<file path="config.mk">
export PLATFORM = sky130hd
export DESIGN_NAME = zx_dpram
export DESIGN_NICKNAME = d
export VERILOG_FILES = /design/src/zx_dpram.sv
export SDC_FILE = /design/constraint.sdc
export NUM_CORES = 2
export LEC_CHECK = 0
export BUFFER_PORTS_ARGS = -buffer_cell sky130_fd_sc_hd__clkbuf_2
export CORE_MARGIN = 2
export CORE_UTILIZATION = 36
export CTS_CLUSTER_SIZE = 24
export DETAILED_ROUTE_END_ITERATION = 16
export PLACE_DENSITY = 0.49
export SYNTH_ARGS = -nofsm -noshare
export SYNTH_HDL_FRONTEND = slang
export SYNTH_SLANG_ARGS = --single-unit
</file>
<file path="constraint.sdc">
create_clock -name clk_sys -period 2.05 [get_ports clk_sys]
set_input_delay 0 -clock clk_sys [delete_from_list [all_inputs] [get_ports clk_sys]]
set_output_delay 0 -clock clk_sys [all_outputs]
set_load 0.05 [all_outputs]
</file>
<file path="src/zx_dpram.sv">
`timescale 1ns/1ps
`default_nettype none

module zx_dpram #(
	parameter int data_w = 8,
	parameter int addr_w = 8
) (
	input  logic              clk_sys,

	input  logic [addr_w-1:0] addr_a,
	input  logic [data_w-1:0] din_a,
	input  logic              we_a,
	output logic [data_w-1:0] q_a,

	input  logic [addr_w-1:0] addr_b,
	input  logic [data_w-1:0] din_b,
	input  logic              we_b,
	output logic [data_w-1:0] q_b
);

	logic [data_w-1:0] mem [0:(1 << addr_w)-1];
	logic [addr_w-1:0] addr_a_q;
	logic [addr_w-1:0] addr_b_q;

	// Port A
	always @(posedge clk_sys) begin
		if (we_a)
			mem[addr_a] <= din_a;
		addr_a_q <= addr_a;
	end

	// Port B
	always @(posedge clk_sys) begin
		if (we_b)
			mem[addr_b] <= din_b;
		addr_b_q <= addr_b;
	end

	// Registered address gives new data on a read during write
	assign q_a = mem[addr_a_q];
	assign q_b = mem[addr_b_q];

	a_no_write_clash: assert property (@(posedge clk_sys)
		!(we_a && we_b && (addr_a == addr_b)));

endmodule

`default_nettype wire

</file>
==> metrics.md <==
| Metric | Value |
|---|---|
| WP data required | `between 2000 and 2500 ps` |
| Cts bufs inserted | `244` |
| Max_slew headroom | `39.4%` |
| DRT Pass-1 Iters | `7` |
| Violated checks | `setup timing` |
| GPL Wtd Cong | `0.986` |
| Placed cell area | `roughly 140000 um2` |
| Port Buffers | `50` |
| Vias in the first global route | `89.5k` |
| Max-slew violations | `0` |
| Detailed placement HPWL | `380000 um` |
| Clock sinks | `around 2.1k` |
| Initial antenna violation count | `25` |
| Total wire length | `around 540000 um` |
| DR DRC count | `0` |
| Worst Path Arrival | `4310 ps` |
| Hold Crit Depth | `2` |
| Cell variety after synth | `65` |
| Worst hold path startpoint | `addr_a[6]` |
| Yosys top cell area share | `between 40 and 50%` |
| Fin area | `157000 um2` |
| Drt via density | `6.28` |
| Most common cell after layout, fill and taps aside | `mux2_2` |
| P&R area growth vs syn | `27.5%` |
| Gr ovfl total | `0` |
| Max VDD drop | `0.709 mV` |
| Yosys synthesis warning count | `0` |
| Syn nets | `8083` |
| Initial core utilization | `36.2%` |
| Largest fanout on the critical path | `7` |
| Largest net degree at the start of global routing | `roughly 70` |
| Max_cap viols | `0` |
| Min-Delay Path Class | `input port to register` |
| Detailed-route wire length per cell | `about 38 um` |
| Worst slack at placement | `-2100 ps` |
| Power Density | `694 nW/um2` |
| Slew at the pin with the worst max-slew slack | `908 ps` |
| Syn avg cell area | `roughly 15 um2` |
| DRT iter0 DRCs | `11.2k` |
| Die W | `589 um` |
| # setup viols final | `16` |
| Crit end category | `output pin` |
| Cell Area, Synth | `123000 um2` |
| Ys async rst share | `0%` |
| Synthesized flop and latch total | `2064` |
| Nets | `approximately 9.6k` |
| CTS root buffer | `clkbuf_16` |
| Critical path type | `register to output pin` |
| Startpoint types | `register` |
| Synth area leaders | `edfxtp_1, mux2_2, mux4_2` |
| Setup ws final | `-2260 ps` |
| Antenna Violating Nets Remaining | `0` |
| Slowest CP cell | `mux4_2` |
| Most frequent cells in the layout | `mux2_2, edfxtp_1, buf_4` |
| Crit-path max cell delay | `560 ps` |
| Min cycle time layout | `4310 ps` |
| Post-synth EDFFs | `2048` |
| Seq/Total Area, Yosys | `50.1%` |
| Primary FF master, synth | `edfxtp_1` |
| Max FFs per register | `2048` |
| Total core area | `roughly 340000 um2` |
| Post-Layout Cell Count | `14.3k` |
| GRT Total Usage | `a little under a third` |
| Placed Cells | `13.6k` |
| Critical-path cell list | `buf_12, buf_12, buf_16, mux4_2, a22o_1, a221oi_4, o22ai_4, a211oi_4, a311o_1, buf_6, nor3_4, buf_12` |
| Die height | `roughly 590 um` |
| Fin. Hold Viols | `0` |
| CTS tree | `done` |
| Htree depth | `4` |
| Io pins | `51` |
| Leakage | `around 0.054 uW` |
| Biggest register | `mem` |
| Period utilization | `210%` |
| Worst-path clk slew | `60 ps` |
| Row cnt | `214` |
| Final Power | `109000 uW` |
| First-pass GRT wire length | `745000 um` |
| Status | `finished with violations` |
| Largest regs | `mem: 2048 flops` |
| Fmax | `232 MHz` |
| Die area | `347000 um2` |
| Cells after synthesis | `8048` |
| RSZ-0062 raised after global routing | `true` |
| Cell mode on critical path | `buf_12` |
| CTS max path bufs | `4` |
| Largest area contributor in the netlist | `edfxtp_1` |
| Via Count | `89.6k` |
| Layout cells sized above 1 | `about 60%` |
## stage by stage
stage | util, % | TNS (ps) | hold slack [ps]
4_1_cts | 45.9 | -32850 | 5.20
3_5_place_dp | 42.2 | -61240 | 259
5_1_grt | 46.2 | -33180 | 11.6
6_report | 46.2 | -33020 | 51.2
3_3_place_gp | 42.2 | -51070 | 259
2_1_floorplan | - | -3660 | 27.7
## worst max-delay path by stage
stage | startpoint | to | slack [ps] | depth (start not counted)
floorplan | register | q_a[5] | -300 | 11
global placement | register | q_b[6] | -2120 | 10
detailed placement | register | q_b[3] | -2100 | 11
CTS | register | q_a[0] | -2170 | 13
global route | register | q_a[3] | -2200 | 12
finish | register | q_a[3] | -2260 | 12
## cell families after synthesis
kind of cell	share of synthesized area [%]
AOI/OAI and AO/OA	5.86
buffers and inverters	3.92
DFF	50.1
muxes	37.4
and+or+nand+nor	2.70
## power by group
part	switching, uW	internal [uW]
registers	129	46600
clock network	19200	26600
logic	9300	7240
total	28600	80400
## cell type report
class                      instances  area (um2)
tap                             4536        5680
inverter                           8        32.5
antenna                           14        35.0
clock buffer                     290        6340
fill                           29900      183000
timing repair buffer            2169       21900
multi-input combinational       5030       59500
sequential                      2064       61900
clock inverter                   159        1770
## Yosys cell counts, types with 24 or more instances
master,instances
o21ai_0,168
buf_4,65
mux2i_1,288
mux2_2,2070
a211oi_1,24
nor2b_1,36
a21oi_1,153
buf_12,27
a221oi_1,82
a22oi_1,178
clkbuf_1,632
buf_6,40
o221ai_1,77
nand2_1,220
buf_1,45
nor3_1,65
a22o_1,75
edfxtp_1,2048
nand3_1,50
o22ai_1,222
buf_2,125
nor2_1,240
mux4_2,870
## worst max-delay path: cells and delay by family (launching register included)
kind                   cells  cell delay [ps]
AO/OA/AOI/OAI              5             1490
buffers and inverters      5              800
flip-flops                 1              360
multiplexers               1              560
AND/OR/NAND/NOR            1               80
## per-layer routing
metal  global-route usage (%)  up-vias  wire length (um)
li1                         -    36100                 -
met1                     41.2    47700            218000
met2                     48.1     4834            249000
met3                     5.53      986             47200
met4                     13.7       20             28300
met5                        0        -               121
## timing repair
item | 4_1_cts | 5_1_grt
gates resized for setup | 450 | 132
gates cloned | 20 | 7
pin swaps | 114 | 73
hold buffers | 38 | 0
hold endpoints to repair | 1577 | 0
setup endpoints to repair | 16 | 16
buffers inserted | 113 | 49
(Power assumes the default switching activity.)
