===== src/include/zx_settings.svh =====
`ifndef ZX_SETTINGS_SVH
`define ZX_SETTINGS_SVH

// ======================================================================
// Bus and memory geometry
// ======================================================================
`define ZX_ADDR_W        16
`define ZX_DATA_W        8
`define ZX_RAM_AW        17
`define ZX_ROM_AW        15
`define ZX_OFS_W         14
`define ZX_BANK_W        3

// Banks with a fixed role in the 128K map
`define ZX_BANK_SCREEN0  5
`define ZX_BANK_SCREEN1  7
`define ZX_BANK_FIXED_HI 2
`define ZX_FLOAT_BYTE    8'hFF

// Port decode and data bit positions
`define ZX_PAGE_ABIT_HI  15
`define ZX_PAGE_ABIT_LO  1
`define ZX_ULA_ABIT      0
`define ZX_EAR_BIT       4
`define ZX_MIC_BIT       3
`define ZX_AUDIO_W       16
`define ZX_AUDIO_LSB     10

`endif


===== src/zx_pkg.sv =====
`default_nettype none

`include "zx_settings.svh"

package zx_pkg;

	// CPU bus as seen from the host board, strobes asserted high
	typedef struct packed {
		logic [`ZX_ADDR_W-1:0] addr;
		logic [`ZX_DATA_W-1:0] dout;
		logic                  mreq;
		logic                  iorq;
		logic                  rd;
		logic                  wr;
		logic                  m1;
	} cpu_bus_t;

	// Layout of the 7FFD paging byte
	typedef struct packed {
		logic [1:0]            unused;
		logic                  lock;
		logic                  rom_sel;
		logic                  screen;
		logic [`ZX_BANK_W-1:0] ram_bank;
	} page_reg_t;

	typedef struct packed {
		logic [`ZX_BANK_W-1:0] bank;
		logic [`ZX_OFS_W-1:0]  ofs;
	} ram_split_t;

	// Same RAM address, either as array index or as bank plus offset
	typedef union packed {
		logic [`ZX_RAM_AW-1:0] word;
		ram_split_t            split;
	} ram_addr_u;

endpackage

`default_nettype wire


===== src/zx_cpu_din_mux.sv =====
`timescale 1ns/1ps
`default_nettype none

`include "zx_settings.svh"

module zx_cpu_din_mux import zx_pkg::*; (
	input  cpu_bus_t               cpu_bus,
	input  logic                   is_rom,
	input  logic [`ZX_DATA_W-1:0]  rom_q,
	input  logic [`ZX_DATA_W-1:0]  ram_q,
	input  logic [4:0]             key_data,
	input  logic                   tape_in,
	output logic [`ZX_DATA_W-1:0]  cpu_din
);

	logic mem_rd;
	logic io_rd;
	logic ula_sel;

	assign mem_rd  = cpu_bus.mreq & cpu_bus.rd;
	// Interrupt acknowledge (m1 with iorq) falls through to the float byte
	assign io_rd   = cpu_bus.iorq & cpu_bus.rd & ~cpu_bus.m1;
	assign ula_sel = ~cpu_bus.addr[`ZX_ULA_ABIT];

	always_comb begin
		if (mem_rd) begin
			if (is_rom)
				cpu_din = rom_q;
			else
				cpu_din = ram_q;
		end else if (io_rd && ula_sel) begin
			// Keyboard half-row and EAR input
			cpu_din = {1'b1, ~tape_in, 1'b1, key_data};
		end else begin
			// Includes the PSG ports, which are not fitted
			cpu_din = `ZX_FLOAT_BYTE;
		end
	end

endmodule

`default_nettype wire


===== config.mk =====
export PLATFORM = sky130hd
export DESIGN_NAME = zx_cpu_din_mux
export DESIGN_NICKNAME = d
export VERILOG_FILES = /design/src/zx_pkg.sv /design/src/zx_cpu_din_mux.sv
export VERILOG_INCLUDE_DIRS = /design/src /design/src/include
export SDC_FILE = /design/constraint.sdc
export NUM_CORES = 1
export LEC_CHECK = 0
export BUFFER_PORTS_ARGS = -buffer_cell sky130_fd_sc_hd__clkbuf_2
export CAP_MARGIN = 0
export CORE_AREA = 4 4 41 43
export DETAILED_ROUTE_END_ITERATION = 8
export DIE_AREA = 0 0 45 47
export PLACE_DENSITY = 0.68
export SYNTH_ARGS = -nofsm -noshare
export SYNTH_HDL_FRONTEND = slang
export SYNTH_SLANG_ARGS = --single-unit

===== constraint.sdc =====
create_clock -name vclk -period 1.7
set_clock_uncertainty 0.05 [all_clocks]
set_input_delay 0.085 -clock vclk [all_inputs]
set_output_delay 0.085 -clock vclk [all_outputs]
set_load 0.02 [all_outputs]

==> results.toml, run 1 <==
[worst_hold_path]
hold_depth = 4
hold_path.class = "primary input to output port"

[routing]
first_iter_violations = 0
avgViaCountPerCell = 4.268
wl_per_cell_um = 11.04
vias = 303
drt_wl_total_um = 784
drt_pre_antenna_iters = 1
ant_nets = 0
route.detailed.drc = 0

[worst_setup_path]
cp.arrival_ns = 1.16
critical_path.endpoint = "cpu_din[4]"
cp_max_fo = 6
critical_path_class = "primary input to output port"
cp-startpoint = "cpu_bus[13]"
required_ns = 1.56
start_kind = "primary input"
cp-end-kind = "output port"

[pwr]
p_total_uw = 84.29
switching_share = 0.4604
clkPwrFrac = 0
power.internal_uw = 45.48
power.density_nw_per_um2 = 233.9
peakVddDrop_mv = 0.05179
p_leak_uw = 0.0002262
pwr-share-comb = 1.000
seqPwrFrac = 0
p_sw_uw = 38.81

[run]
cap_violations = 0

[synth]
synth_area_per_cell_um2 = 7.616
yosys_warnings = 0
synth.net_count = 75
seq_area_frac_synth = 0
ys_types = 9
synth_area_um2 = 175.2
syn_inst = 23

[sta]
rsz0062_at_grt = "false"
min_period_ns = 1.300
max_slew_margin = 0.7959
tightest_slew_ns = 0.3061
tns_ns = 0
drv_slew = 0
hold_viol = 0
period_share = 0.7645
max_clock_freq_mhz = 769.4
setup_viol_count_final = 0

[grt]
grt_first_pass_wirelength_um = 1166
grt-busiest-layer = "met2"
grt_max_degree = 9
grt_pass1_vias = 299
grtUsageTotal = 0.07002
met2_usage = 0.1469
grtUsageMet1 = 0.07865
grt-ovfl-total = 0
met3_usage = 0.007663
antenna_found_initial = 0

[clock_tree]
post-cts-setup-buffers = 0
cts_resized = 0
ctsHoldBuffers = 0

[final_layout]
num_antenna_cells = 0
drive_above_1_share = 0.6429
final_common_cell = "clkbuf_2"
n_clock_buffer = 0
final_cell_mix = "36 x clkbuf_2, 8 x mux2i_1, 6 x a2bb2oi_1"
ff_latch_area_um2 = 0
post-route-util = 0.2769
seq_cell_count = 0
syn2layout_area_growth_pct = 105.7
nNetsFinal = 110

[floorplan]
die_y_um = 47
die_w_um = 45
core-area_um2 = 1301
row_count = 13
initial_core_util = 0.1346
die_area_um2 = 2115
ioPinCount = 60

[status]
status = "completed"

[placement]
place.gp.congestion = 0.5854
numPortBuffers = 36
[worst max-delay path, cell delays in order]
cell,delay (ns)
clkbuf_2,0.07
or4_1,0.66
a2bb2oi_1,0.18
clkbuf_2,0.16
[synth_stat cells, drive strengths merged]
cell type  number  area, um^2
mux2i           8       80.08
a2bb2oi         6       52.55
nand2           3       11.26
clkbuf          2       8.750
and2            1       6.260
buf             1       5.000
inv             1       3.750
or4             1       7.510
[per-layer routing]
metal	share of wire	wire [um]
met5	0	0
met3	0.15	117
met1	0.32	254
met4	0	0
met2	0.52	411
[power by group through the flow]
stage | Sequential, uW | Combinational (uW) | Clock (uW)
floorplan | 0 | 43.4 | 0
global placement | 0 | 83.8 | 0
detailed placement | 0 | 85.9 | 0
CTS | 0 | 86.0 | 0
global route | 0 | 93.0 | 0
finish | 0 | 84.3 | 0
[final cells by class]
| cell class | instances | area (um^2) |
|---|---|---|
| tap | 15 | 18.77 |
| inverter | 1 | 3.754 |
| timing repair buffer | 36 | 180.2 |
| multi-input combinational | 19 | 157.7 |
| fill | 157 | 940.9 |
[metrics by stage]
| stage | hold slack, ns | worst slack, ns | instances | area, um^2 |
|---|---|---|---|---|
| 2_1_floorplan | 0.3064 | 0.6408 | 23 | 175.2 |
| 3_3_place_gp | 0.4595 | 0.4003 | 71 | 360.3 |
| 3_5_place_dp | 0.4687 | 0.3825 | 71 | 360.3 |
| 4_1_cts | 0.4704 | 0.3824 | 71 | 360.3 |
| 5_1_grt | 0.4866 | 0.3473 | 71 | 360.3 |
| 6_report | 0.4658 | 0.4003 | 71 | 360.3 |
[kinds of logic after synthesis]
group | Yosys count | share of synthesized area
AOI/OAI and AO/OA | 6 | 0.3000
and+or+nand+nor | 5 | 0.1429
muxes | 8 | 0.4572
buffers and inverters | 4 | 0.09990
[worst min-delay path by stage]
stage                           start    endpoint  slack (ns)
final                        rom_q[5]  cpu_din[5]        0.47
after global routing      key_data[3]  cpu_din[3]        0.49
after CTS                    rom_q[5]  cpu_din[5]        0.47
after detailed placement     rom_q[5]  cpu_din[5]        0.47
after global placement       ram_q[7]  cpu_din[7]        0.46
after floorplan           key_data[0]  cpu_din[0]        0.31
Note: power is estimated with default switching activity, not from simulation.
==> run 2, diff against run 1 <==
==> constraint.sdc (replaced) <==
create_clock -name vclk -period 1.2
set_clock_uncertainty 0.05 [all_clocks]
set_input_delay 0.06 -clock vclk [all_inputs]
set_output_delay 0.06 -clock vclk [all_outputs]
set_load 0.02 [all_outputs]
==> run 2 against run 1 <==
  * Die area is the same
  * Setup slack lost 0.34 ns
  * Count of clock-buffer cells in the layout is the same
  * Wire length shrank 0.26%
  * Total power grew 43%
  * Core utilization grew 0.29 points
  * Combinational power grew 42%
  * Non-clock buffer count is the same
  * Cell count is the same
  * Largest power group unchanged
==> results.toml, run 2 (same netlist as run 1, synthesis figures left out) <==
[clock_tree]
ctsHoldBuffers = 0
post-cts-setup-buffers = 0
cts_resized = 1

[status]
status = "completed"

[floorplan]
initial_core_util = 0.1346
die_area_um2 = 2115
die_w_um = 45
ioPinCount = 60
core-area_um2 = 1301
die_y_um = 47
row_count = 13

[sta]
max_clock_freq_mhz = 874.4
min_period_ns = 1.144
period_share = 0.9530
drv_slew = 0
rsz0062_at_grt = "false"
tns_ns = 0
tightest_slew_ns = 0.3062
max_slew_margin = 0.7959
setup_viol_count_final = 0
hold_viol = 0

[worst_setup_path]
critical_path_class = "primary input to output port"
start_kind = "primary input"
required_ns = 1.09
cp-end-kind = "output port"
cp_max_fo = 6
cp.arrival_ns = 1.03

[routing]
wl_per_cell_um = 11.01
first_iter_violations = 0
ant_nets = 0
avgViaCountPerCell = 4.268
vias = 303
route.detailed.drc = 0
drt_wl_total_um = 782
drt_pre_antenna_iters = 1

[pwr]
p_leak_uw = 0.0002279
power.density_nw_per_um2 = 330.8
peakVddDrop_mv = 0.07337

[final_layout]
nNetsFinal = 110
stdcell_count = 71
final_cell_mix = "36 x clkbuf_2, 8 x mux2i_1, 6 x a2bb2oi_1"
drive_above_1_share = 0.6607
fillers = 157
num_antenna_cells = 0
seq_cell_count = 0
stdcell_area_um2 = 364.1
final_common_cell = "clkbuf_2"
syn2layout_area_growth_pct = 107.9
n_clock_buffer = 0
ff_latch_area_um2 = 0

[grt]
antenna_found_initial = 0
grt_pass1_vias = 299
grt-ovfl-total = 0
grt_max_degree = 9
grtUsageTotal = 0.07002
grt_first_pass_wirelength_um = 1166

[placement]
dp_cells = 71
numPortBuffers = 36
place.gp.congestion = 0.5854
place_area_um2 = 360.3

[worst_hold_path]
hold_path.class = "primary input to output port"

[run]
cap_violations = 0
-- run 2: changes by cell type in the layout (fill, tap and decap cells not counted) --
cell   previous run  this run
or4_1             1         0
or4_4             0         1
-- run 2: critical path, stage by stage --
cell,delay [ns]
clkbuf_2,0.08
or4_4,0.58
a2bb2oi_1,0.15
clkbuf_2,0.16
-- run 2: metal layers --
layer	wire (um)	up-vias	global-route usage
li1	-	153	-
met2	411	20	0.1469
met1	254	130	0.07865
met5	0	-	0
met3	117	0	0.007663
met4	0	0	0
-- run 2: worst paths after layout --
check	depth (start not counted)	from	to	slack, ns
max	4	cpu_bus[13]	cpu_din[4]	0.06
min	4	rom_q[5]	cpu_din[5]	0.42
-- run 2: final cells by class --
cell class | instances | area, um^2 | share of cell area
repair buffers | 36 | 180.2 | 0.4948
multi-input cells | 19 | 161.4 | 0.4433
well taps | 15 | 18.77 | 0.05155
inverters | 1 | 3.754 | 0.01031
-- run 2: power breakdown --
part,total [uW],switching [uW],leakage (uW),internal (uW)
clock,0,0,0,0
combinational,120,55.5,0.000228,65.0
sequential,0,0,0,0
total,120,55.5,0.000228,65.0
-- run 2: through the flow --
stage	util	hold slack (ns)	power (uW)	worst slack, ns
2_1_floorplan	-	0.2564	61.54	0.1908
3_3_place_gp	0.2769	0.4095	118.7	-0.04968
3_5_place_dp	0.2769	0.4187	121.7	-0.06754
4_1_cts	0.2798	0.4204	122.9	0.04587
5_1_grt	0.2798	0.4366	132.8	0.01696
6_report	0.2798	0.4158	120.5	0.05641
