### config.mk
export PLATFORM = sky130hd
export DESIGN_NAME = zx_mem_map
export DESIGN_NICKNAME = d
export VERILOG_FILES = /design/src/zx_pkg.sv /design/src/zx_mem_map.sv
export VERILOG_INCLUDE_DIRS = /design/src /design/src/include
export SDC_FILE = /design/constraint.sdc
export NUM_CORES = 1
export LEC_CHECK = 0
export ABC_AREA = 1
export ABC_CLOCK_PERIOD_IN_PS = 2500
export CORE_MARGIN = 2
export CORE_UTILIZATION = 40
export DETAILED_ROUTE_END_ITERATION = 12
export DONT_BUFFER_PORTS = 1
export SYNTH_ARGS = -nofsm -noshare
export SYNTH_HDL_FRONTEND = slang
export SYNTH_SLANG_ARGS = --single-unit
### constraint.sdc
create_clock -name clk_sys -period 2.5 [get_ports clk_sys]
set_input_delay 0.25 -clock clk_sys [delete_from_list [all_inputs] [get_ports clk_sys]]
set_output_delay 0.25 -clock clk_sys [all_outputs]
set_load 0.005 [all_outputs]
### src/include/zx_settings.svh
`ifndef ZX_SETTINGS_SVH
`define ZX_SETTINGS_SVH

// ======================================================================
// Bus and memory geometry
// ======================================================================
`define ZX_ADDR_W        16
`define ZX_DATA_W        8
`define ZX_RAM_AW        17
`define ZX_ROM_AW        15
`define ZX_OFS_W         14
`define ZX_BANK_W        3

// Banks with a fixed role in the 128K map
`define ZX_BANK_SCREEN0  5
`define ZX_BANK_SCREEN1  7
`define ZX_BANK_FIXED_HI 2
`define ZX_FLOAT_BYTE    8'hFF

// Port decode and data bit positions
`define ZX_PAGE_ABIT_HI  15
`define ZX_PAGE_ABIT_LO  1
`define ZX_ULA_ABIT      0
`define ZX_EAR_BIT       4
`define ZX_MIC_BIT       3
`define ZX_AUDIO_W       16
`define ZX_AUDIO_LSB     10

`endif

### src/zx_pkg.sv
`default_nettype none

`include "zx_settings.svh"

package zx_pkg;

	// CPU bus as seen from the host board, strobes asserted high
	typedef struct packed {
		logic [`ZX_ADDR_W-1:0] addr;
		logic [`ZX_DATA_W-1:0] dout;
		logic                  mreq;
		logic                  iorq;
		logic                  rd;
		logic                  wr;
		logic                  m1;
	} cpu_bus_t;

	// Layout of the 7FFD paging byte
	typedef struct packed {
		logic [1:0]            unused;
		logic                  lock;
		logic                  rom_sel;
		logic                  screen;
		logic [`ZX_BANK_W-1:0] ram_bank;
	} page_reg_t;

	typedef struct packed {
		logic [`ZX_BANK_W-1:0] bank;
		logic [`ZX_OFS_W-1:0]  ofs;
	} ram_split_t;

	// Same RAM address, either as array index or as bank plus offset
	typedef union packed {
		logic [`ZX_RAM_AW-1:0] word;
		ram_split_t            split;
	} ram_addr_u;

endpackage

`default_nettype wire

### src/zx_mem_map.sv
`timescale 1ns/1ps
`default_nettype none

`include "zx_settings.svh"

module zx_mem_map import zx_pkg::*; (
	input  logic                clk_sys,
	input  logic                reset,
	input  logic                model_48k,
	input  cpu_bus_t            cpu_bus,
	input  logic [`ZX_OFS_W:0]  vram_addr,
	output ram_addr_u           ram_addr,
	output logic                ram_we,
	output ram_addr_u           vram_ram_addr,
	output logic [`ZX_ROM_AW-1:0] rom_addr,
	output logic                is_rom,
	output page_reg_t           page_reg
);

	logic       zx48;
	logic       rom_page;
	logic [1:0] quarter;
	logic       ram_wr_cond;
	logic       ram_wr_prev;
	logic       io_wr;
	logic       io_wr_prev;
	logic       page_sel;

	// ==================================================================
	// Address decode
	// ==================================================================
	assign quarter = cpu_bus.addr[`ZX_ADDR_W-1 -: 2];
	assign is_rom  = (quarter == 2'd0);

	always_comb begin
		ram_addr.split.ofs = cpu_bus.addr[`ZX_OFS_W-1:0];
		case (quarter)
			2'd1:    ram_addr.split.bank = `ZX_BANK_W'(`ZX_BANK_SCREEN0);
			2'd2:    ram_addr.split.bank = `ZX_BANK_W'(`ZX_BANK_FIXED_HI);
			2'd3:    ram_addr.split.bank = page_reg.ram_bank;
			default: ram_addr.split.bank = '0;
		endcase
	end

	// 48K mode pins the 48 BASIC ROM
	assign rom_page = zx48 | page_reg.rom_sel;
	assign rom_addr = {rom_page, cpu_bus.addr[`ZX_OFS_W-1:0]};

	// Video side reads one of the two screen banks
	always_comb begin
		vram_ram_addr.split.ofs  = vram_addr[`ZX_OFS_W-1:0];
		vram_ram_addr.split.bank = vram_addr[`ZX_OFS_W] ?
			`ZX_BANK_W'(`ZX_BANK_SCREEN1) : `ZX_BANK_W'(`ZX_BANK_SCREEN0);
	end

	// ==================================================================
	// Write strobes and paging register
	// ==================================================================
	assign ram_wr_cond = cpu_bus.mreq & cpu_bus.wr & ~is_rom;
	assign io_wr       = cpu_bus.iorq & cpu_bus.wr & ~cpu_bus.m1;
	assign page_sel    = ~cpu_bus.addr[`ZX_PAGE_ABIT_HI] & ~cpu_bus.addr[`ZX_PAGE_ABIT_LO];

	always_ff @(posedge clk_sys) begin
		if (reset) begin
			ram_wr_prev <= 1'b0;
			ram_we      <= 1'b0;
			io_wr_prev  <= 1'b0;
			page_reg    <= '0;
			zx48        <= model_48k;
		end else begin
			ram_wr_prev <= ram_wr_cond;
			ram_we      <= ram_wr_cond & ~ram_wr_prev;
			io_wr_prev  <= io_wr;
			// Lock stays until reset
			if (io_wr & ~io_wr_prev & page_sel & ~page_reg.lock & ~zx48)
				page_reg <= page_reg_t'(cpu_bus.dout);
		end
	end

	a_ram_we_pulse: assert property (@(posedge clk_sys) disable iff (reset)
		ram_we |=> !ram_we);

	a_lock_holds: assert property (@(posedge clk_sys) disable iff (reset)
		page_reg.lock |=> $stable(page_reg));

endmodule

`default_nettype wire

==> impl_metrics.json, run 1 <==
{
  "peakVddDrop_uv": 171,
  "ios": 106,
  "synthSimpleGateAreaFrac": 0.309,
  "largest_reg_flops": 8,
  "min_from": "reset",
  "synth_xor_area_frac": 0,
  "finalSetupTns_ns": 0,
  "num_antenna_cells": 0,
  "timing.rr.start": "zx48",
  "wl_per_cell_um": 13.5,
  "r2r_end": "page_reg[1]",
  "netlist.area_leader.share": 0.374,
  "post_cts_resized": 0,
  "grt_util_all_layers": 0.108,
  "yosysWarnings": 0,
  "synth_edf_count": 1,
  "area_delta_synth_final_pct": -29.3,
  "numCtsBuffers": 3,
  "yosysSeqAreaShare": 0.271,
  "post-route-drc-count": 0,
  "crit_path_end_kind": "primary output",
  "synth_top_family_by_area": "buffers and inverters",
  "setup.worst_path.start": "zx48",
  "synth_cells": 121,
  "synth-compound-area-share": 0.00949,
  "ys.flop_type": "dfxtp_1",
  "syn_area_per_cell_um2": 7.63,
  "hold_viol_final": 0,
  "cts_sinks": 12,
  "dr.pass1.iters": 4,
  "cts_root_buf": "clkbuf_4",
  "place_area_um2": 617,
  "dieHeight_um": 52.0,
  "synthAdderAreaFrac": 0,
  "start_kind": "flop",
  "clockBufferDepth": 2,
  "core_area_mm2": 0.00219,
  "cts_setup_buffers": 0,
  "yosysMostFrequentCell": "buf_4",
  "crit_buf_inv": 0,
  "cp_cell_sequence": "or2_2",
  "fin_nets": 128,
  "clk_latency_ns": 0.27,
  "cts.reportedPaths.clkPinSlew_ns": 0.08,
  "grt_pass1_vias": 479,
  "finalCritPeriodShare": 0.497,
  "critPathTopFamily": "flip-flops",
  "final_cell_area_um2": 653,
  "grt_max_degree": 9,
  "antenna_found_initial": 0,
  "netlist_area_um2": 923,
  "required_ns": 2.25,
  "period_minus_slack_ns": 1.24,
  "yosys.area.top_type": "buf_4",
  "avgViaCountPerCell": 4.67,
  "synth-seq-cells": 12,
  "slew_violations": 0,
  "drive_above_1_share": 0.188,
  "fin_util": 0.298,
  "crit_cells": 1,
  "hold_class": "in -> reg",
  "vias": 504,
  "routed_wl_um": 1460,
  "ys_types": 19,
  "setup_viol": 0,
  "portBuffers": 0,
  "power.density_mw_per_mm2": 601,
  "fin_hold_ws_ns": 0.0319,
  "critPathArrivalTime_ns": 0.99,
  "gp_congestion": 0.704,
  "crit_path_max_incr_delay_ns": 0.42,
  "cp_slowest_cell": "edfxtp_1",
  "cts_tree": "built",
  "p_leak_nw": 0.271,
  "dp_hpwl_um": 1170,
  "drv_cap": 0,
  "r2r_slack_ns": 1.43,
  "fp.dieW_um": 52.0,
  "synth_common_cells": "46 x buf_4, 24 x nor2_1, 11 x dfxtp_1",
  "cts_hold_repair.buffers": 0,
  "htreeDepth": 1,
  "crit_type": "reg -> out",
  "worstRegToRegCells": 6,
  "endpoint": "rom_addr[14]",
  "core.rowCount": 17,
  "initial_utilization": 0.421,
  "fmax_ghz": 0.805,
  "gr-total-overflow": 0,
  "die_area_mm2": 0.00271,
  "synthMuxAreaShare": 0,
  "power_w": 0.000393,
  "status": "finished clean",
  "rsz0062_at_grt": "false",
  "synthTopCellsByArea": "buf_4 37%, dfxtp_1 24%, nor2_1 9.8%",
  "antenna_left": 0,
  "async_flop_share": 0,
  "drtIter0Drc": 11,
  "skew_ns": 0.00357,
  "grt_pass1_wl_um": 2170,
  "critPathMaxFanout": 3
}
## where the power goes
group	switching (W)	total [W]	internal [W]	leakage, nW
sequential	0.00000285	0.000201	0.000198	0.0988
combinational	0.0000218	0.0000344	0.0000126	0.151
clock	0.0000687	0.000157	0.0000884	0.0210
total	0.0000934	0.000393	0.000299	0.271
## per-layer routing
metal	track usage	wire length, um	share of wire
met5	0	0	0
met4	0.0746	20	0.014
met3	0.0661	207	0.14
met2	0.175	714	0.49
met1	0.0977	520	0.36
## metrics by stage
stage,std cells,setup WS (ns)
5_1_grt,108,1.22
3_3_place_gp,104,1.45
3_5_place_dp,104,1.43
6_report,108,1.26
2_1_floorplan,122,1.48
4_1_cts,108,1.25
## cell type report
cell class	count	area [um^2]
fillers	249	1540
multi-input cells	56	302
flip-flops and latches	12	250
clock buffers	4	36.3
well taps	28	35.0
inverters	8	30.0
## how the worst min path moves through the flow
stage,slack [ns],cells after the start,to
6_report,0.03,1,page_reg[5]
5_1_grt,0.01,1,page_reg[5]
4_1_cts,0.02,1,page_reg[5]
3_5_place_dp,0.32,1,page_reg[5]
3_3_place_gp,0.31,1,page_reg[5]
2_1_floorplan,0.31,1,page_reg[5]
## kinds of logic after synthesis
kind of cell           after synthesis
AO/OA/AOI/OAI                        1
AND/OR/NAND/NOR                     53
other                                1
flip-flops                          12
buffers and inverters               54
## cell usage in the layout (no fill, tap or decap), drive strengths merged
cell type / instances
nor2: 28
nand2: 12
dfxtp: 11
nand3b: 8
inv: 7
clkbuf: 4
nand3: 3
conb: 2
or2: 1
clkinv: 1
a21oi: 1
nor3: 1
edfxtp: 1
No activity file was read; power rests on OpenSTA's default activity.
==> run 2, diff against run 1 <==
- ABC_CLOCK_PERIOD_IN_PS: 2500 -> 1200
- clock period: 2.5 -> 1.2 ns (I/O delays scaled with it)
==> run 2 against run 1 <==
  * Sequential power grew 110%
  * Non-clock buffer count up 4
  * Register-to-register slack got worse by 1.3 ns
  * Clock-buffer cell count is the same
  * Hold slack got worse by 0.017 ns
  * Largest cell class unchanged
  * Die area unchanged
  * Routed wire length is 0.75% higher
  * Critical path depth unchanged
  * Total power up 110%
  * First-iteration DRC count decreased by 9.1%
  * Worst setup slack worse by 1.2 ns
==> impl_metrics.json, run 2 (same netlist as run 1, synthesis figures left out) <==
{
  "fmax_ghz": 0.902,
  "ios": 106,
  "post-route-drc-count": 0,
  "p_leak_nw": 0.287,
  "final_common_cell": "nor2_1",
  "vias": 510,
  "cts_tree": "built",
  "crit_buf_inv": 0,
  "fin_nets": 132,
  "largest_reg_flops": 8,
  "gp_congestion": 0.705,
  "area_delta_synth_final_pct": -24.9,
  "cts_setup_buffers": 0,
  "critPathArrivalTime_ns": 0.99,
  "crit_path_max_incr_delay_ns": 0.42,
  "regArea_um2": 250,
  "antenna_found_initial": 0,
  "required_ns": 1.08,
  "period_minus_slack_ns": 1.11,
  "portBuffers": 0,
  "cts.reportedPaths.clkPinSlew_ns": 0.07,
  "final_cell_area_um2": 693,
  "num_antenna_cells": 0,
  "clockBufferDepth": 2,
  "gr-total-overflow": 0,
  "hold_class": "in -> reg",
  "cts_hold_repair.buffers": 4,
  "core.rowCount": 17,
  "dp_hpwl_um": 1170,
  "grt_util_all_layers": 0.109,
  "antenna_left": 0,
  "finalSetupTns_ns": 0,
  "drv_cap": 0,
  "r2r_slack_ns": 0.13,
  "grt_pass1_vias": 485,
  "skew_ns": 0.00213,
  "post_cts_resized": 0,
  "crit_type": "reg -> out",
  "drtIter0Drc": 10,
  "numCtsBuffers": 3,
  "cts_root_buf": "clkbuf_4",
  "peakVddDrop_uv": 403,
  "finalCritPeriodShare": 0.924,
  "fin_util": 0.316,
  "slew_violations": 0,
  "hold_viol_final": 0,
  "dr.pass1.iters": 4,
  "clk_latency_ns": 0.27,
  "cp_slowest_cell": "edfxtp_1",
  "fp.dieW_um": 52.0,
  "routed_wl_um": 1470,
  "cp_cell_sequence": "or2_2",
  "grt_pass1_wl_um": 2170,
  "die_area_mm2": 0.00271,
  "multi_input_area_um2": 302,
  "cts_sinks": 12,
  "avgViaCountPerCell": 4.55,
  "crit_path_end_kind": "primary output",
  "status": "finished clean",
  "drive_above_1_share": 0.179,
  "setup_viol": 0,
  "htreeDepth": 1,
  "power.density_mw_per_mm2": 1180,
  "n_fill_cell": 242,
  "critPathTopFamily": "flip-flops",
  "critPathMaxFanout": 3,
  "dieHeight_um": 52.0,
  "layout_common_cells": "24 x nor2_1, 11 x dfxtp_1, 10 x nand2_1",
  "wl_per_cell_um": 13.2,
  "place_area_um2": 617,
  "core_area_mm2": 0.00219,
  "initial_utilization": 0.421,
  "start_kind": "flop",
  "rsz0062_at_grt": "false",
  "grt_max_degree": 9
}
-- run 2: cell count changes in the layout (fill, tap and decap cells not counted) --
| cell | delta |
|---|---|
| dlygate4sd3_1 | +4 |
-- run 2: where the power goes --
| group | switching, W | internal (W) | total (W) |
|---|---|---|---|
| Clock | 0.000132 | 0.000184 | 0.000316 |
| Sequential | 0.00000596 | 0.000413 | 0.000419 |
| Combinational | 0.0000504 | 0.0000350 | 0.0000854 |
| Total | 0.000188 | 0.000632 | 0.000820 |
-- run 2: worst paths after layout --
kind,start,end,cells after the start
hold reg to reg,ram_wr_prev,ram_we,1
setup reg to reg,zx48,page_reg[2],6
hold / removal,cpu_bus[1],ram_wr_prev,2
setup / recovery,zx48,rom_addr[14],1
-- run 2: final cells by class --
cell class / count / share of cell area
well taps: 28 / 0.0505
flip-flops and latches: 12 / 0.361
inverters: 8 / 0.0433
repair buffers: 4 / 0.0578
clock buffers: 4 / 0.0523
multi-input cells: 56 / 0.435
-- run 2: through the flow --
| stage | total power (W) | instances | worst slack (ns) | hold slack, ns |
|---|---|---|---|---|
| final | 0.000820 | 112 | 0.0912 | 0.0144 |
| after global placement | 0.000500 | 104 | 0.151 | 0.185 |
| after floorplan | 0.000614 | 122 | 0.244 | 0.182 |
| after global routing | 0.000854 | 112 | 0.00705 | 0.0212 |
| after CTS | 0.000836 | 112 | 0.0772 | 0.00415 |
| after detailed placement | 0.000502 | 104 | 0.125 | 0.184 |
-- run 2: per-layer routing --
layer / vias up / GRT usage / routed length, um / share of wire
met5: - / 0 / 0 / 0
met2: 30 / 0.175 / 684 / 0.46
met1: 221 / 0.103 / 555 / 0.38
met3: 9 / 0.0632 / 212 / 0.14
li1: 250 / - / - / -
met4: 0 / 0.0746 / 20 / 0.014
==> run 3, diff against run 2 <==
- ABC_AREA: 1 -> 0
- CAP_MARGIN: default -> 20
- CORE_UTILIZATION: 40 -> 45
==> run 3 against run 2 <==
  * The run now ends with negative setup slack left
  * Synthesized cell count decreased by 18%
  * Largest cell class is now flip-flops and latches
  * Global-route usage down 0.17 points
  * Register-to-register slack worse by 0.31 ns
  * Critical path type is now reg -> reg
  * Clock skew is essentially flat
  * Via count down 11%
==> impl_metrics.json, run 3 <==
{
  "ys.flop_type": "dfxtp_1",
  "crit_type": "reg -> reg",
  "synth_xor_area_frac": 0,
  "drive_above_1_share": 0.141,
  "synth_top_family_by_area": "buffers and inverters",
  "fin_nets": 119,
  "synthSimpleGateAreaFrac": 0.156,
  "async_flop_share": 0,
  "drtIter0Drc": 5,
  "syn_area_per_cell_um2": 8.61,
  "core_area_mm2": 0.00175,
  "drv_cap": 0,
  "n_fill_cell": 169,
  "vias": 452,
  "dp_hpwl_um": 925,
  "slew_violations": 0,
  "synth_cells": 99,
  "cts.reportedPaths.clkPinSlew_ns": 0.07,
  "gp_congestion": 0.606,
  "ios": 106,
  "power.density_mw_per_mm2": 1130,
  "grt_pass1_vias": 392,
  "core.rowCount": 15,
  "grt_util_all_layers": 0.107,
  "period_minus_slack_ns": 1.38,
  "antenna_left": 0,
  "wl_met2_um": 545,
  "violations": "negative setup slack",
  "peakVddDrop_uv": 642,
  "status": "finished, violations left",
  "cts_setup_buffers": 0,
  "skew_ns": 0.00165,
  "gr-total-overflow": 0,
  "synthAdderAreaFrac": 0,
  "critPathArrivalTime_ns": 1.58,
  "yosys.area.top_type": "buf_4",
  "portBuffers": 0,
  "hold_class": "in -> reg",
  "start_kind": "flop",
  "antenna_found_initial": 0,
  "yosysMostFrequentCell": "buf_4",
  "numCtsBuffers": 3,
  "dr.pass1.iters": 2,
  "p_leak_nw": 0.259,
  "avgViaCountPerCell": 4.71,
  "yosysWarnings": 0,
  "rsz0062_at_grt": "true",
  "cts_root_buf": "clkbuf_4",
  "place_area_um2": 553,
  "wl_met1_um": 485,
  "routed_wl_um": 1260,
  "fin_util": 0.409,
  "htreeDepth": 1,
  "fmax_ghz": 0.726,
  "grt_pass1_wl_um": 1570,
  "setup_slack_ns": -0.178,
  "synth_edf_count": 1,
  "post-route-drc-count": 0,
  "ys_types": 20,
  "fp.dieW_um": 47.5,
  "wl_per_cell_um": 13.1,
  "clk_latency_ns": 0.27,
  "clockBufferDepth": 2,
  "hold_viol_final": 0,
  "synthMuxAreaShare": 0.0822,
  "setup_viol": 8,
  "finalSetupTns_ns": -1.30,
  "layout_common_cells": "15 x nand2_1, 12 x dlygate4sd3_1, 11 x dfxtp_1",
  "required_ns": 1.40,
  "synth_common_cells": "46 x buf_4, 15 x nand2_1, 11 x dfxtp_1",
  "synthTopCellsByArea": "buf_4 41%, dfxtp_1 26%, mux2i_1 8.2%",
  "final_cell_area_um2": 713,
  "die_area_mm2": 0.00226,
  "grt_max_degree": 16,
  "synth-seq-cells": 12,
  "netlist_area_um2": 852,
  "cts_sinks": 12,
  "area_delta_synth_final_pct": -16.3,
  "num_antenna_cells": 0,
  "critPathMaxFanout": 8,
  "crit_path_end_kind": "flop",
  "dieHeight_um": 47.5,
  "final_common_cell": "nand2_1",
  "cts_tree": "built",
  "yosysSeqAreaShare": 0.294,
  "wl_met3_um": 202,
  "initial_utilization": 0.488,
  "finalCritPeriodShare": 1.15,
  "netlist.area_leader.share": 0.405,
  "synth-compound-area-share": 0.0367,
  "largest_reg_flops": 8,
  "routed.top_layer": "met4"
}
## run 3: cell count changes after synthesis, sizes merged, moves of 3 or more
cell,previous run,this run
inv,7,4
nand2,12,15
mux2i,0,7
nand3b,8,0
nor2,28,1
a21boi,0,3
nand3,3,0
## run 3: final cells by class
cell class	instances	area, um^2	area share
Clock buffer	4	36.3	0.0509
Tap cell	25	31.3	0.0439
Multi-Input combinational cell	37	241	0.339
Timing Repair Buffer	14	139	0.195
Sequential cell	12	250	0.351
Inverter	4	15.0	0.0211
## run 3: per-stage QoR
step | power (W) | hold WS [ns] | worst slack [ns] | cells
final | 0.000804 | 0.0847 | -0.178 | 96
after global routing | 0.000845 | 0.0789 | -0.260 | 96
after CTS | 0.000818 | 0.00841 | -0.192 | 95
after detailed placement | 0.000468 | 0.204 | -0.195 | 80
after global placement | 0.000467 | 0.200 | -0.170 | 80
after floorplan | 0.000586 | 0.196 | -0.281 | 100
## run 3: final timing paths
kind / from / endpoint / slack (ns) / cells past startpoint
hold / removal: reset / page_reg[5] / 0.08 / 2
hold reg to reg: ram_wr_prev / ram_we / 0.39 / 1
setup / recovery: io_wr_prev / page_reg[2] / -0.18 / 4
setup reg to reg: io_wr_prev / page_reg[2] / -0.18 / 4
## run 3: critical path, stage by stage, from the launching register on
cell and delay, ns:
dfxtp_1 0.30, or4b_4 0.49, nor4_4 0.15, buf_6 0.18, mux2i_1 0.18
## run 3: per-layer routing
layer,global-route usage,vias to the layer above
li1,-,210
met1,0.120,194
met2,0.135,40
met3,0.0943,8
met4,0.0611,0
met5,0,-
## run 3: cells by family after synthesis
logic type / count (synthesis)
multiplexers: 7
buffers and inverters: 51
other: 1
AO/OA/AOI/OAI: 4
AND/OR/NAND/NOR: 24
flip-flops: 12
## run 3: repair_timing
action	in CTS	in global routing
hold endpoints to repair	12	1
setup endpoints to repair	8	8
resized for setup	1	0
hold buffers	11	1
## run 3: where the power goes
| part | leakage (nW) | total [W] | internal (W) | switching [W] |
|---|---|---|---|---|
| Combinational | 0.139 | 0.0000749 | 0.0000434 | 0.0000314 |
| Clock | 0.0210 | 0.000312 | 0.000184 | 0.000128 |
| Sequential | 0.0987 | 0.000417 | 0.000412 | 0.00000531 |
| Total | 0.259 | 0.000804 | 0.000639 | 0.000165 |
