$ cat src/include/zx_settings.svh
`ifndef ZX_SETTINGS_SVH
`define ZX_SETTINGS_SVH

// ======================================================================
// Bus and memory geometry
// ======================================================================
`define ZX_ADDR_W        16
`define ZX_DATA_W        8
`define ZX_RAM_AW        17
`define ZX_ROM_AW        15
`define ZX_OFS_W         14
`define ZX_BANK_W        3

// Banks with a fixed role in the 128K map
`define ZX_BANK_SCREEN0  5
`define ZX_BANK_SCREEN1  7
`define ZX_BANK_FIXED_HI 2
`define ZX_FLOAT_BYTE    8'hFF

// Port decode and data bit positions
`define ZX_PAGE_ABIT_HI  15
`define ZX_PAGE_ABIT_LO  1
`define ZX_ULA_ABIT      0
`define ZX_EAR_BIT       4
`define ZX_MIC_BIT       3
`define ZX_AUDIO_W       16
`define ZX_AUDIO_LSB     10

`endif

$ cat src/zx_pkg.sv
`default_nettype none

`include "zx_settings.svh"

package zx_pkg;

	// CPU bus as seen from the host board, strobes asserted high
	typedef struct packed {
		logic [`ZX_ADDR_W-1:0] addr;
		logic [`ZX_DATA_W-1:0] dout;
		logic                  mreq;
		logic                  iorq;
		logic                  rd;
		logic                  wr;
		logic                  m1;
	} cpu_bus_t;

	// Layout of the 7FFD paging byte
	typedef struct packed {
		logic [1:0]            unused;
		logic                  lock;
		logic                  rom_sel;
		logic                  screen;
		logic [`ZX_BANK_W-1:0] ram_bank;
	} page_reg_t;

	typedef struct packed {
		logic [`ZX_BANK_W-1:0] bank;
		logic [`ZX_OFS_W-1:0]  ofs;
	} ram_split_t;

	// Same RAM address, either as array index or as bank plus offset
	typedef union packed {
		logic [`ZX_RAM_AW-1:0] word;
		ram_split_t            split;
	} ram_addr_u;

endpackage

`default_nettype wire

$ cat src/zx_ula_port.sv
`timescale 1ns/1ps
`default_nettype none

`include "zx_settings.svh"

module zx_ula_port import zx_pkg::*; (
	input  logic                   clk_sys,
	input  logic                   reset,
	input  cpu_bus_t               cpu_bus,
	input  logic                   tape_in,
	output logic [2:0]             border_color,
	output logic [`ZX_AUDIO_W-1:0] audio_l,
	output logic [`ZX_AUDIO_W-1:0] audio_r
);

	logic ula_we;
	logic ula_we_prev;
	logic ear;
	logic mic;
	logic [`ZX_AUDIO_W-1:0] beeper;

	// Any even port, never during interrupt acknowledge
	assign ula_we = cpu_bus.iorq & cpu_bus.wr & ~cpu_bus.m1
		& ~cpu_bus.addr[`ZX_ULA_ABIT];

	always_ff @(posedge clk_sys) begin
		if (reset) begin
			ula_we_prev  <= 1'b0;
			border_color <= '0;
			ear          <= 1'b0;
			mic          <= 1'b0;
		end else begin
			ula_we_prev <= ula_we;
			if (ula_we & ~ula_we_prev) begin
				border_color <= cpu_bus.dout[2:0];
				ear          <= cpu_bus.dout[`ZX_EAR_BIT];
				mic          <= cpu_bus.dout[`ZX_MIC_BIT];
			end
		end
	end

	// ==================================================================
	// Beeper mix, same on both channels
	// ==================================================================
	always_comb begin
		beeper = '0;
		beeper[`ZX_AUDIO_LSB +: 3] = {ear, mic, tape_in};
	end

	assign audio_l = beeper;
	assign audio_r = beeper;

endmodule

`default_nettype wire
$ cat config.mk
export PLATFORM = sky130hd
export DESIGN_NAME = zx_ula_port
export DESIGN_NICKNAME = d
export VERILOG_FILES = /design/src/zx_pkg.sv /design/src/zx_ula_port.sv
export VERILOG_INCLUDE_DIRS = /design/src /design/src/include
export SDC_FILE = /design/constraint.sdc
export NUM_CORES = 1
export LEC_CHECK = 0
export BUFFER_PORTS_ARGS = -buffer_cell sky130_fd_sc_hd__buf_2
export CORE_MARGIN = 3
export CORE_UTILIZATION = 35
export CTS_BUF_LIST = sky130_fd_sc_hd__clkbuf_2 sky130_fd_sc_hd__clkbuf_4 sky130_fd_sc_hd__clkbuf_8
export DETAILED_ROUTE_END_ITERATION = 6
export GPL_TIMING_DRIVEN = 0
export HOLD_SLACK_MARGIN = 0.06
export PLACE_DENSITY = 0.91
export SYNTH_ARGS = -nofsm -noshare
export SYNTH_HDL_FRONTEND = slang
export SYNTH_SLANG_ARGS = --single-unit
$ cat constraint.sdc
create_clock -name clk_sys -period 1.3 [get_ports clk_sys]
set_input_delay 0.13 -clock clk_sys [delete_from_list [all_inputs] [get_ports clk_sys]]
set_output_delay 0.13 -clock clk_sys [all_outputs]
set_load 0.01 [all_outputs]
==> flow_summary.toml, run 1 <==
[sta]
rsz0062_at_grt = "false"
fmax_mhz = 1062
fin_worst_skew_ns = 0.00007933
final_max_slew_viol_count = 0
post-route-period-util = 0.7240
fin_crit_ns = 0.9412
fin_setup_tns_ns = 0
hold_violations = 0
setup_viol = 0

[clocking]
cts_tree = "built"
cts.sinks = 6
numCtsBuffers = 3
cts.path.max_buffers = 2
hold_buffers = 0
cts_setup_buffers = 0
clkLatencyLatePin_ns = 0.24
clkTransAtPathRegs_ns = 0.04
post_cts_resized = 0
root_buffer = "clkbuf_4"
cts_max_level = 1

[yosys]
ys_warn_count = 0
synth_top_family_by_area = "buffers and inverters"
syn_inst = 58
synth_fa_ha_area_frac = 0
synth_edf_count = 0
synth_flop_cell = "dfxtp_1"
synth_top_area_cell = "buf_4"
synth_xor_area_frac = 0
ys_types = 9
synth_compound_area_frac = 0
synth_async_sr_flop_share = 0
netlist_area_sq_um = 531.8
yosys-top-cells-count = "buf_4 (32), nand2b_1 (10), dfxtp_1 (6)"
synthMuxAreaShare = 0.09412
synth_top_cell_area_share = 0.4518
avgSynthCellArea_sq_um = 9.168
yosysMostFrequentCell = "buf_4"
synth_seq_area_share = 0.2259
synthTopCellsByArea = "buf_4 (45%), dfxtp_1 (23%), nand2b_1 (12%)"
yosys.area_share.simple = 0.2141
ys_ff_latch = 6

[global_route]
gr-total-overflow = 0
gr-usage-all-layers = 0.08585
grt_max_degree = 11
antenna_found_initial = 0
grt_pass1_vias = 315
grt_pass1_wl_mm = 1.200

[cells_and_area]
final_area_sq_um = 762.0
syn_to_final_growth_pct = 43.29
drive_above_1_share = 0.5333
n_antenna_cell = 0
nets = 139
finalNonFillerCells = 120

[placement]
dp_cells = 117
place_area_sq_um = 739.5
io_buffers = 19
dpl.hpwl_microns = 749.2
gp_congestion = 0.6438

[floorplan]
dieWidth_microns = 44.98
num_rows = 13
die_y_microns = 44.98
die_area_sq_um = 2023
core-area_sq_um = 1366
initial_utilization = 0.3892
pin_count = 67

[power_and_ir_drop]
power.static_leakage_nw = 0.4510
ir_worst_vdd_v = 0.0004057
power_density_nw_per_um2 = 676.3

[setup_path]
crit_required_ns = 1.17
critPathMaxFanout = 3
r2r_start = "ula_we_prev"
path_class = "register to primary output"
reg2reg_depth = 2
rrSetupSlack_ns = 0.51
worstPathCellList = "buf_4 > buf_2"
crit_arrival_ns = 0.81
r2r-end = "border_color[1]"
crit_start = "ear"
crit_path_end = "audio_l[12]"
slowest_stage = "dfxtp_1"
slowest_delay_ns = 0.35
endpoint_kind = "primary output"
cp-start-kind = "register"

[routing]
drtPass1Iterations = 2
postRouteAntennaNets = 0
drc = 0
totalWireLength_microns = 830
drtIter0Drc = 1
wire_per_inst_microns = 6.917
viasPerCell = 3.342
via_count = 401

[min_path]
hold_path_class = "input pin to register"

[outcome]
outcome = "finished clean"

[job]
maxCapViolations = 0
[layer usage]
metal	GRT usage	part of all wire
met1	0.07039	0.29
met2	0.1412	0.50
met3	0.06773	0.20
met4	0.05263	0.011
met5	0	0
[stage by stage]
stage          power [W]  worst slack, ns    util  hold slack (ns)
6_report       0.0005153           0.3588  0.5577           0.1414
5_1_grt        0.0005522           0.2979  0.5577           0.1434
4_1_cts        0.0005270           0.3371  0.5577           0.1305
3_5_place_dp   0.0003453           0.3653  0.5412           0.3974
3_3_place_gp   0.0003443           0.3952  0.5412           0.3920
2_1_floorplan  0.0003192           0.5353       -           0.2847
[area by class of cell]
class                           instances  area, sq um
Timing Repair Buffer                   19        95.09
Sequential cell                         6        120.1
Fill cell                             135        604.3
Tap cell                               15        18.77
Multi-Input combinational cell         44        261.5
Clock buffer                            3        22.52
Buffer                                 33        244.0
[sequential cells by signal, indices dropped and copies added, names as in the netlist]
signal and cells:
ear 1, ula_we_prev 1, border_color 3, mic 1
[worst max-delay path, delay by kind of cell, from the launching register on]
family	cells	cell delay, ns
DFF	1	0.35
buffers and inverters	2	0.22
[how the worst min path moves through the flow]
| stage | start | endpoint | slack (ns) | depth (start not counted) |
|---|---|---|---|---|
| CTS | cpu_bus[5] | border_color[0] | 0.13 | 3 |
| global placement | cpu_bus[7] | border_color[2] | 0.39 | 3 |
| finish | cpu_bus[7] | border_color[2] | 0.14 | 3 |
| global route | cpu_bus[5] | border_color[0] | 0.14 | 3 |
| floorplan | cpu_bus[8] | mic | 0.28 | 2 |
| detailed placement | cpu_bus[5] | border_color[0] | 0.40 | 3 |
[power by group]
group	internal, W	switching (W)	total, W	leakage (nW)
clock network	0.000104	0.0000662	0.000171	0.0138
logic	0.0000872	0.0000664	0.000154	0.389
registers	0.000189	0.00000257	0.000191	0.0485
total	0.000380	0.000135	0.000515	0.451
[logic make-up (layout without fill, tap and decap cells)]
logic type             Yosys count  in the layout
other                            1             26
flip-flops                       6              6
AND/OR/NAND/NOR                 13             13
multiplexers                     5              5
buffers and inverters           33             55
[placed cells by master, fill, tap and decap left out]
master | netlist | final
buf_2 | 0 | 19
clkbuf_1 | 1 | 1
clkbuf_4 | 0 | 3
nand2b_1 | 10 | 10
conb_1 | 1 | 26
dfxtp_1 | 6 | 6
nor2_1 | 1 | 1
nand4bb_4 | 1 | 1
buf_4 | 32 | 32
nor2_8 | 1 | 1
mux2i_1 | 5 | 5
No activity file was read; power rests on OpenSTA's default activity.
==> run 2: changes to the inputs <==
--- a/config.mk
+++ b/config.mk
@@ -6,14 +6,15 @@
 export SDC_FILE = /design/constraint.sdc
 export NUM_CORES = 1
 export LEC_CHECK = 0
+export ABC_AREA = 1
 export BUFFER_PORTS_ARGS = -buffer_cell sky130_fd_sc_hd__buf_2
 export CORE_MARGIN = 3
-export CORE_UTILIZATION = 35
+export CORE_UTILIZATION = 33
 export CTS_BUF_LIST = sky130_fd_sc_hd__clkbuf_2 sky130_fd_sc_hd__clkbuf_4 sky130_fd_sc_hd__clkbuf_8
 export DETAILED_ROUTE_END_ITERATION = 6
 export GPL_TIMING_DRIVEN = 0
 export HOLD_SLACK_MARGIN = 0.06
-export PLACE_DENSITY = 0.91
+export PLACE_DENSITY = 0.85
 export SYNTH_ARGS = -nofsm -noshare
 export SYNTH_HDL_FRONTEND = slang
 export SYNTH_SLANG_ARGS = --single-unit
==> constraint.sdc (replaced) <==
create_clock -name clk_sys -period 1 [get_ports clk_sys]
set_input_delay 0.1 -clock clk_sys [delete_from_list [all_inputs] [get_ports clk_sys]]
set_output_delay 0.1 -clock clk_sys [all_outputs]
set_load 0.01 [all_outputs]
==> run 2 against run 1 <==
Final cell count grew 23%. First-iteration DRC count grew to 4.0 times the previous value. Combinational power grew 52%. Largest power group unchanged.
==> flow_summary.toml, run 2 <==
[power_and_ir_drop]
power_frac_clock = 0.322
total_power_w = 0.0007166
switchingPower_w = 0.0002096
ir_worst_vdd_v = 0.0004654
p_int_w = 0.0005070
power_frac_seq = 0.352
p_comb_frac = 0.327
power.static_leakage_nw = 0.5383
swShare = 0.2924
power_density_nw_per_um2 = 874.4

[clocking]
cts_setup_buffers = 0
clkLatencyLatePin_ns = 0.25
cts.path.max_buffers = 2
numCtsBuffers = 3
cts.sinks = 6
cts_max_level = 1
post_cts_resized = 0
clkTransAtPathRegs_ns = 0.05
cts_tree = "built"
root_buffer = "clkbuf_4"

[sta]
final_max_slew_viol_count = 0
holdWs_ns = 0.1241
post-route-period-util = 0.9228
rsz0062_at_grt = "false"
fin_setup_tns_ns = 0
setup_viol = 0
fin_worst_skew_ns = 0.005598
fmax_mhz = 1084
hold_violations = 0
fin_crit_ns = 0.9228

[yosys]
synth_async_sr_flop_share = 0
avgSynthCellArea_sq_um = 6.889
synth_top_cell_area_share = 0.4305
synth_fa_ha_area_frac = 0
synth_top_family_by_area = "buffers and inverters"
synth_flop_cell = "dfxtp_1"
ys_types = 11
synth_seq_area_share = 0.2152
ys_warn_count = 0
synthTopCellsByArea = "buf_4 (43%), dfxtp_1 (22%), inv_1 (11%)"
yosys-top-cells-count = "buf_4 (32), inv_1 (17), nand2_1 (11)"
yosys.area_share.simple = 0.2265
syn_inst = 81
netlist_area_sq_um = 558.0
synthMuxAreaShare = 0
ys_ff_latch = 6
synth_top_area_cell = "buf_4"
synth_xor_area_frac = 0
synth_edf_count = 0
synth_compound_area_frac = 0
yosysMostFrequentCell = "buf_4"

[routing]
viasPerCell = 3.442
drc = 0
wire_per_inst_microns = 7.048
postRouteAntennaNets = 0
drtPass1Iterations = 4
totalWireLength_mm = 1.036
drtIter0Drc = 4
via_count = 506

[cells_and_area]
multi_input_comb_area_sq_um = 224.0
drive_above_1_share = 0.4351
regMostFlops = "border_color"
finalNonFillerCells = 147
largest_reg_flops = 3
syn_to_final_growth_pct = 46.86
layout_commonest_cell = "buf_4"
n_antenna_cell = 0
nets = 165
final_cell_mix = "buf_4 (32), conb_1 (26), buf_2 (19), inv_1 (17), nand2_1 (11)"
n_fill_cell = 157
ff_latch_area_sq_um = 120.1

[setup_path]
crit_path_end = "audio_l[12]"
critPathMaxFanout = 3
rrSetupSlack_ns = 0.15
path_class = "register to primary output"
crit_required_ns = 0.90
crit_start = "ear"
crit_arrival_ns = 0.82
r2r-end = "border_color[2]"
endpoint_kind = "primary output"
reg2reg_depth = 5
cp-start-kind = "register"
r2r_start = "ula_we_prev"

[global_route]
grt_max_degree = 7
gr-usage-all-layers = 0.09225
grt_pass1_wl_mm = 1.366
grt_pass1_vias = 377
gr-total-overflow = 0
antenna_found_initial = 0

[floorplan]
initial_utilization = 0.3620
num_rows = 14
core-area_sq_um = 1541
dieWidth_microns = 47.12
die_area_sq_um = 2220
die_y_microns = 47.12
pin_count = 67

[min_path]
hold_path_class = "input pin to register"
hp-start = "cpu_bus[1]"

[job]
maxCapViolations = 0

[placement]
io_buffers = 19
dp_cells = 141
gp_congestion = 0.7868

[outcome]
outcome = "finished clean"
run 2: changes by cell type in the layout (fill, tap and decap cells not counted), sizes merged:
cell / before / now
nand4: 0 / 5
nor4: 0 / 1
mux2i: 5 / 0
dlygate4sd3: 0 / 3
clkbuf: 4 / 3
nand4bb: 1 / 0
nor2: 2 / 6
nand2: 0 / 11
inv: 0 / 18
nand2b: 10 / 0
nand3: 0 / 1
run 2: how the worst min path moves through the flow:
stage | end | depth (start not counted)
floorplan | ula_we_prev | 1
global placement | ula_we_prev | 2
detailed placement | ula_we_prev | 2
CTS | ula_we_prev | 3
global route | ula_we_prev | 3
finish | ula_we_prev | 3
run 2: cells by family after synthesis:
| kind of cell | count (synthesis) |
|---|---|
| buf+inv | 50 |
| simple gates | 24 |
| flops | 6 |
| other cells | 1 |
run 2: critical path, stage by stage (launching register included):
cell,delay (ns)
dfxtp_1,0.35
buf_4,0.11
buf_2,0.11
run 2: what timing repair did:
item                                    in CTS  in global routing
endpoints found under the setup margin       0                  0
hold endpoints to repair                     1                  0
hold buffers                                 3                  0
run 2: layout make-up:
cell class                 count  share of cell area
timing repair buffer          22              0.1527
inverter                      18             0.08244
multi-input combinational     50              0.2733
buffer                        32              0.2931
tap                           16             0.02443
sequential                     6              0.1466
clock buffer                   3             0.02748
run 2: power by group through the flow:
stage                     clock network [W]  logic, W  registers [W]
after floorplan                           0  0.000177       0.000258
after global placement                    0  0.000218       0.000256
after detailed placement                  0  0.000220       0.000257
after CTS                          0.000241  0.000229       0.000252
after global routing               0.000257  0.000262       0.000253
final                              0.000230  0.000234       0.000252
run 2: per-layer routing:
layer / routed length, microns / global-route usage
met1: 336 / 0.08200
met2: 531 / 0.1653
met3: 147 / 0.02682
met4: 21 / 0.08287
met5: 0 / 0
run 2: metrics by stage:
stage / worst slack (ns) / cell area (sq um) / utilization
2_1_floorplan: 0.2513 / 651.9 / -
3_3_place_gp: 0.2149 / 767.0 / 0.4976
3_5_place_dp: 0.1485 / 767.0 / 0.4976
4_1_cts: 0.05653 / 819.5 / 0.5317
5_1_grt: 0.007839 / 819.5 / 0.5317
6_report: 0.07723 / 819.5 / 0.5317
==> run 3: changes to the inputs <==
--- a/config.mk
+++ b/config.mk
@@ -9,12 +9,13 @@
 export ABC_AREA = 1
 export BUFFER_PORTS_ARGS = -buffer_cell sky130_fd_sc_hd__buf_2
 export CORE_MARGIN = 3
-export CORE_UTILIZATION = 33
+export CORE_UTILIZATION = 36
 export CTS_BUF_LIST = sky130_fd_sc_hd__clkbuf_2 sky130_fd_sc_hd__clkbuf_4 sky130_fd_sc_hd__clkbuf_8
 export DETAILED_ROUTE_END_ITERATION = 6
 export GPL_TIMING_DRIVEN = 0
 export HOLD_SLACK_MARGIN = 0.06
-export PLACE_DENSITY = 0.85
+export PLACE_DENSITY = 0.91
+export SETUP_SLACK_MARGIN = 0.02
 export SYNTH_ARGS = -nofsm -noshare
 export SYNTH_HDL_FRONTEND = slang
 export SYNTH_SLANG_ARGS = --single-unit
==> constraint.sdc (replaced) <==
create_clock -name clk_sys -period 1.1 [get_ports clk_sys]
set_input_delay 0.11 -clock clk_sys [delete_from_list [all_inputs] [get_ports clk_sys]]
set_output_delay 0.11 -clock clk_sys [all_outputs]
set_load 0.01 [all_outputs]
==> run 3 against run 2 <==
Clock skew down 0.00070 ns. Wire length up 7.0%. Core utilization is 4.6 points higher. Sequential share of layout area is 0.39 points higher. Sequential power decreased by 9.1%. Count of clock-buffer cells in the layout stayed put.
==> flow_summary.toml, run 3 (synthesis results as in run 2) <==
[outcome]
outcome = "finished clean"

[clocking]
clkLatencyLatePin_ns = 0.25
root_buffer = "clkbuf_4"
cts.path.max_buffers = 2
cts_tree = "built"
numCtsBuffers = 3
cts_max_level = 1
post_cts_resized = 0
cts.sinks = 6
clkTransAtPathRegs_ns = 0.05

[setup_path]
critical_path.n_buffers_inverters = 2
crit_start = "mic"
cp-start-kind = "register"
critPathMaxFanout = 3
cpLargestDelayFamily = "flip-flops"
reg2reg_depth = 5
slowest_stage = "dfxtp_1"
rrSetupSlack_ns = 0.24
slowest_delay_ns = 0.32
r2r_start = "ula_we_prev"
r2r-end = "mic"
path_class = "register to primary output"
crit_required_ns = 0.99
crit_arrival_ns = 0.82
worstPathCellList = "buf_4 > buf_2"
endpoint_kind = "primary output"

[floorplan]
die_y_microns = 45.37
dieWidth_microns = 45.37
pin_count = 67
initial_utilization = 0.4036
num_rows = 13
die_area_sq_um = 2058
core-area_sq_um = 1383

[min_path]
hp-start = "cpu_bus[13]"
hold-path-cell-count = 2
hold_end = "ula_we_prev"
hold_path_class = "input pin to register"

[sta]
post-route-period-util = 0.8437
fin_crit_ns = 0.9281
fmax_mhz = 1078
rsz0062_at_grt = "false"
hold_violations = 0
final_max_slew_viol_count = 0
fin_setup_tns_ns = 0
fin_worst_skew_ns = 0.004900
setup_viol = 0

[power_and_ir_drop]
power.static_leakage_nw = 0.5300
power_density_nw_per_um2 = 808.5
ir_worst_vdd_v = 0.0003773

[cells_and_area]
drive_above_1_share = 0.4419
finalNonFillerCells = 144
regMostFlops = "border_color"
syn_to_final_growth_pct = 43.05
nets = 163
layout_commonest_cell = "buf_4"
largest_reg_flops = 3
final_cell_mix = "buf_4 (32), conb_1 (26), buf_2 (19), inv_1 (17), nand2_1 (11)"
n_antenna_cell = 0

[global_route]
antenna_found_initial = 0
grt_pass1_vias = 430
gr-total-overflow = 0
gr-usage-all-layers = 0.1153
grt_max_degree = 7
grt_pass1_wl_mm = 1.683

[routing]
viasPerCell = 3.569
drc = 0
postRouteAntennaNets = 0
wire_per_inst_microns = 7.701
drtIter0Drc = 13
totalWireLength_mm = 1.109
drtPass1Iterations = 5
via_count = 514

[job]
maxCapViolations = 0

[placement]
dp_cells = 140
io_buffers = 19
gp_congestion = 0.6954
dpl.hpwl_microns = 929
## run 3: cell types whose count changed in the layout (fill, tap and decap cells not counted), sizes merged
| cell | previous run | this run |
|---|---|---|
| dlygate4sd3 | 3 | 1 |
## run 3: cell type report
cell class / count / area (sq um)
well taps: 15 / 18.77
flip-flops and latches: 6 / 120.1
clock buffers: 3 / 22.52
inverters: 18 / 67.56
plain buffers: 32 / 240.2
multi-input cells: 50 / 224.0
fillers: 133 / 584.3
repair buffers: 20 / 105.1
## run 3: report_power, final
group	switching, W	internal [W]	leakage (nW)	total [W]
logic	0.000102	0.000107	0.467	0.000209
registers	0.00000353	0.000225	0.0487	0.000229
clock network	0.0000838	0.000124	0.0138	0.000208
total	0.000189	0.000456	0.530	0.000645
## run 3: how the worst max path moves through the flow
stage	to	slack, ns	depth (start not counted)
6_report	audio_l[11]	0.17	2
5_1_grt	audio_r[12]	0.10	2
4_1_cts	audio_l[11]	0.16	2
3_5_place_dp	mic	0.26	5
3_3_place_gp	border_color[0]	0.31	5
2_1_floorplan	border_color[0]	0.35	5
## run 3: through the flow
step                      setup WS, ns  cell area [sq um]  total power [W]  utilization  hold slack (ns)
after global routing            0.1047              798.3        0.0006907       0.5774          0.06976
after global placement          0.3134              765.7        0.0004312       0.5538           0.2940
after floorplan                 0.3513              651.9        0.0003954            -           0.1864
after detailed placement        0.2578              765.7        0.0004340       0.5538           0.3094
final                           0.1720              798.3        0.0006454       0.5774          0.07416
after CTS                       0.1572              798.3        0.0006470       0.5774          0.06857
## run 3: worst register-to-register path: cells and delay by family, from the launching register on
family,cells,cell delay [ns]
and+or+nand+nor,3,0.29
DFF,1,0.29
buffers and inverters,2,0.20
## run 3: what timing repair did
| action | in CTS | in global routing |
|---|---|---|
| endpoints found under the hold margin | 1 | 0 |
| setup buffers | 0 | 0 |
| hold buffers | 1 | 0 |
## run 3: routing by layer
layer / vias up / global-route usage / part of all wire
met5: - / 0 / 0
met4: 0 / 0.07018 / 0.015
met3: 3 / 0.03162 / 0.12
met2: 33 / 0.2147 / 0.53
met1: 201 / 0.1098 / 0.33
li1: 277 / - / -
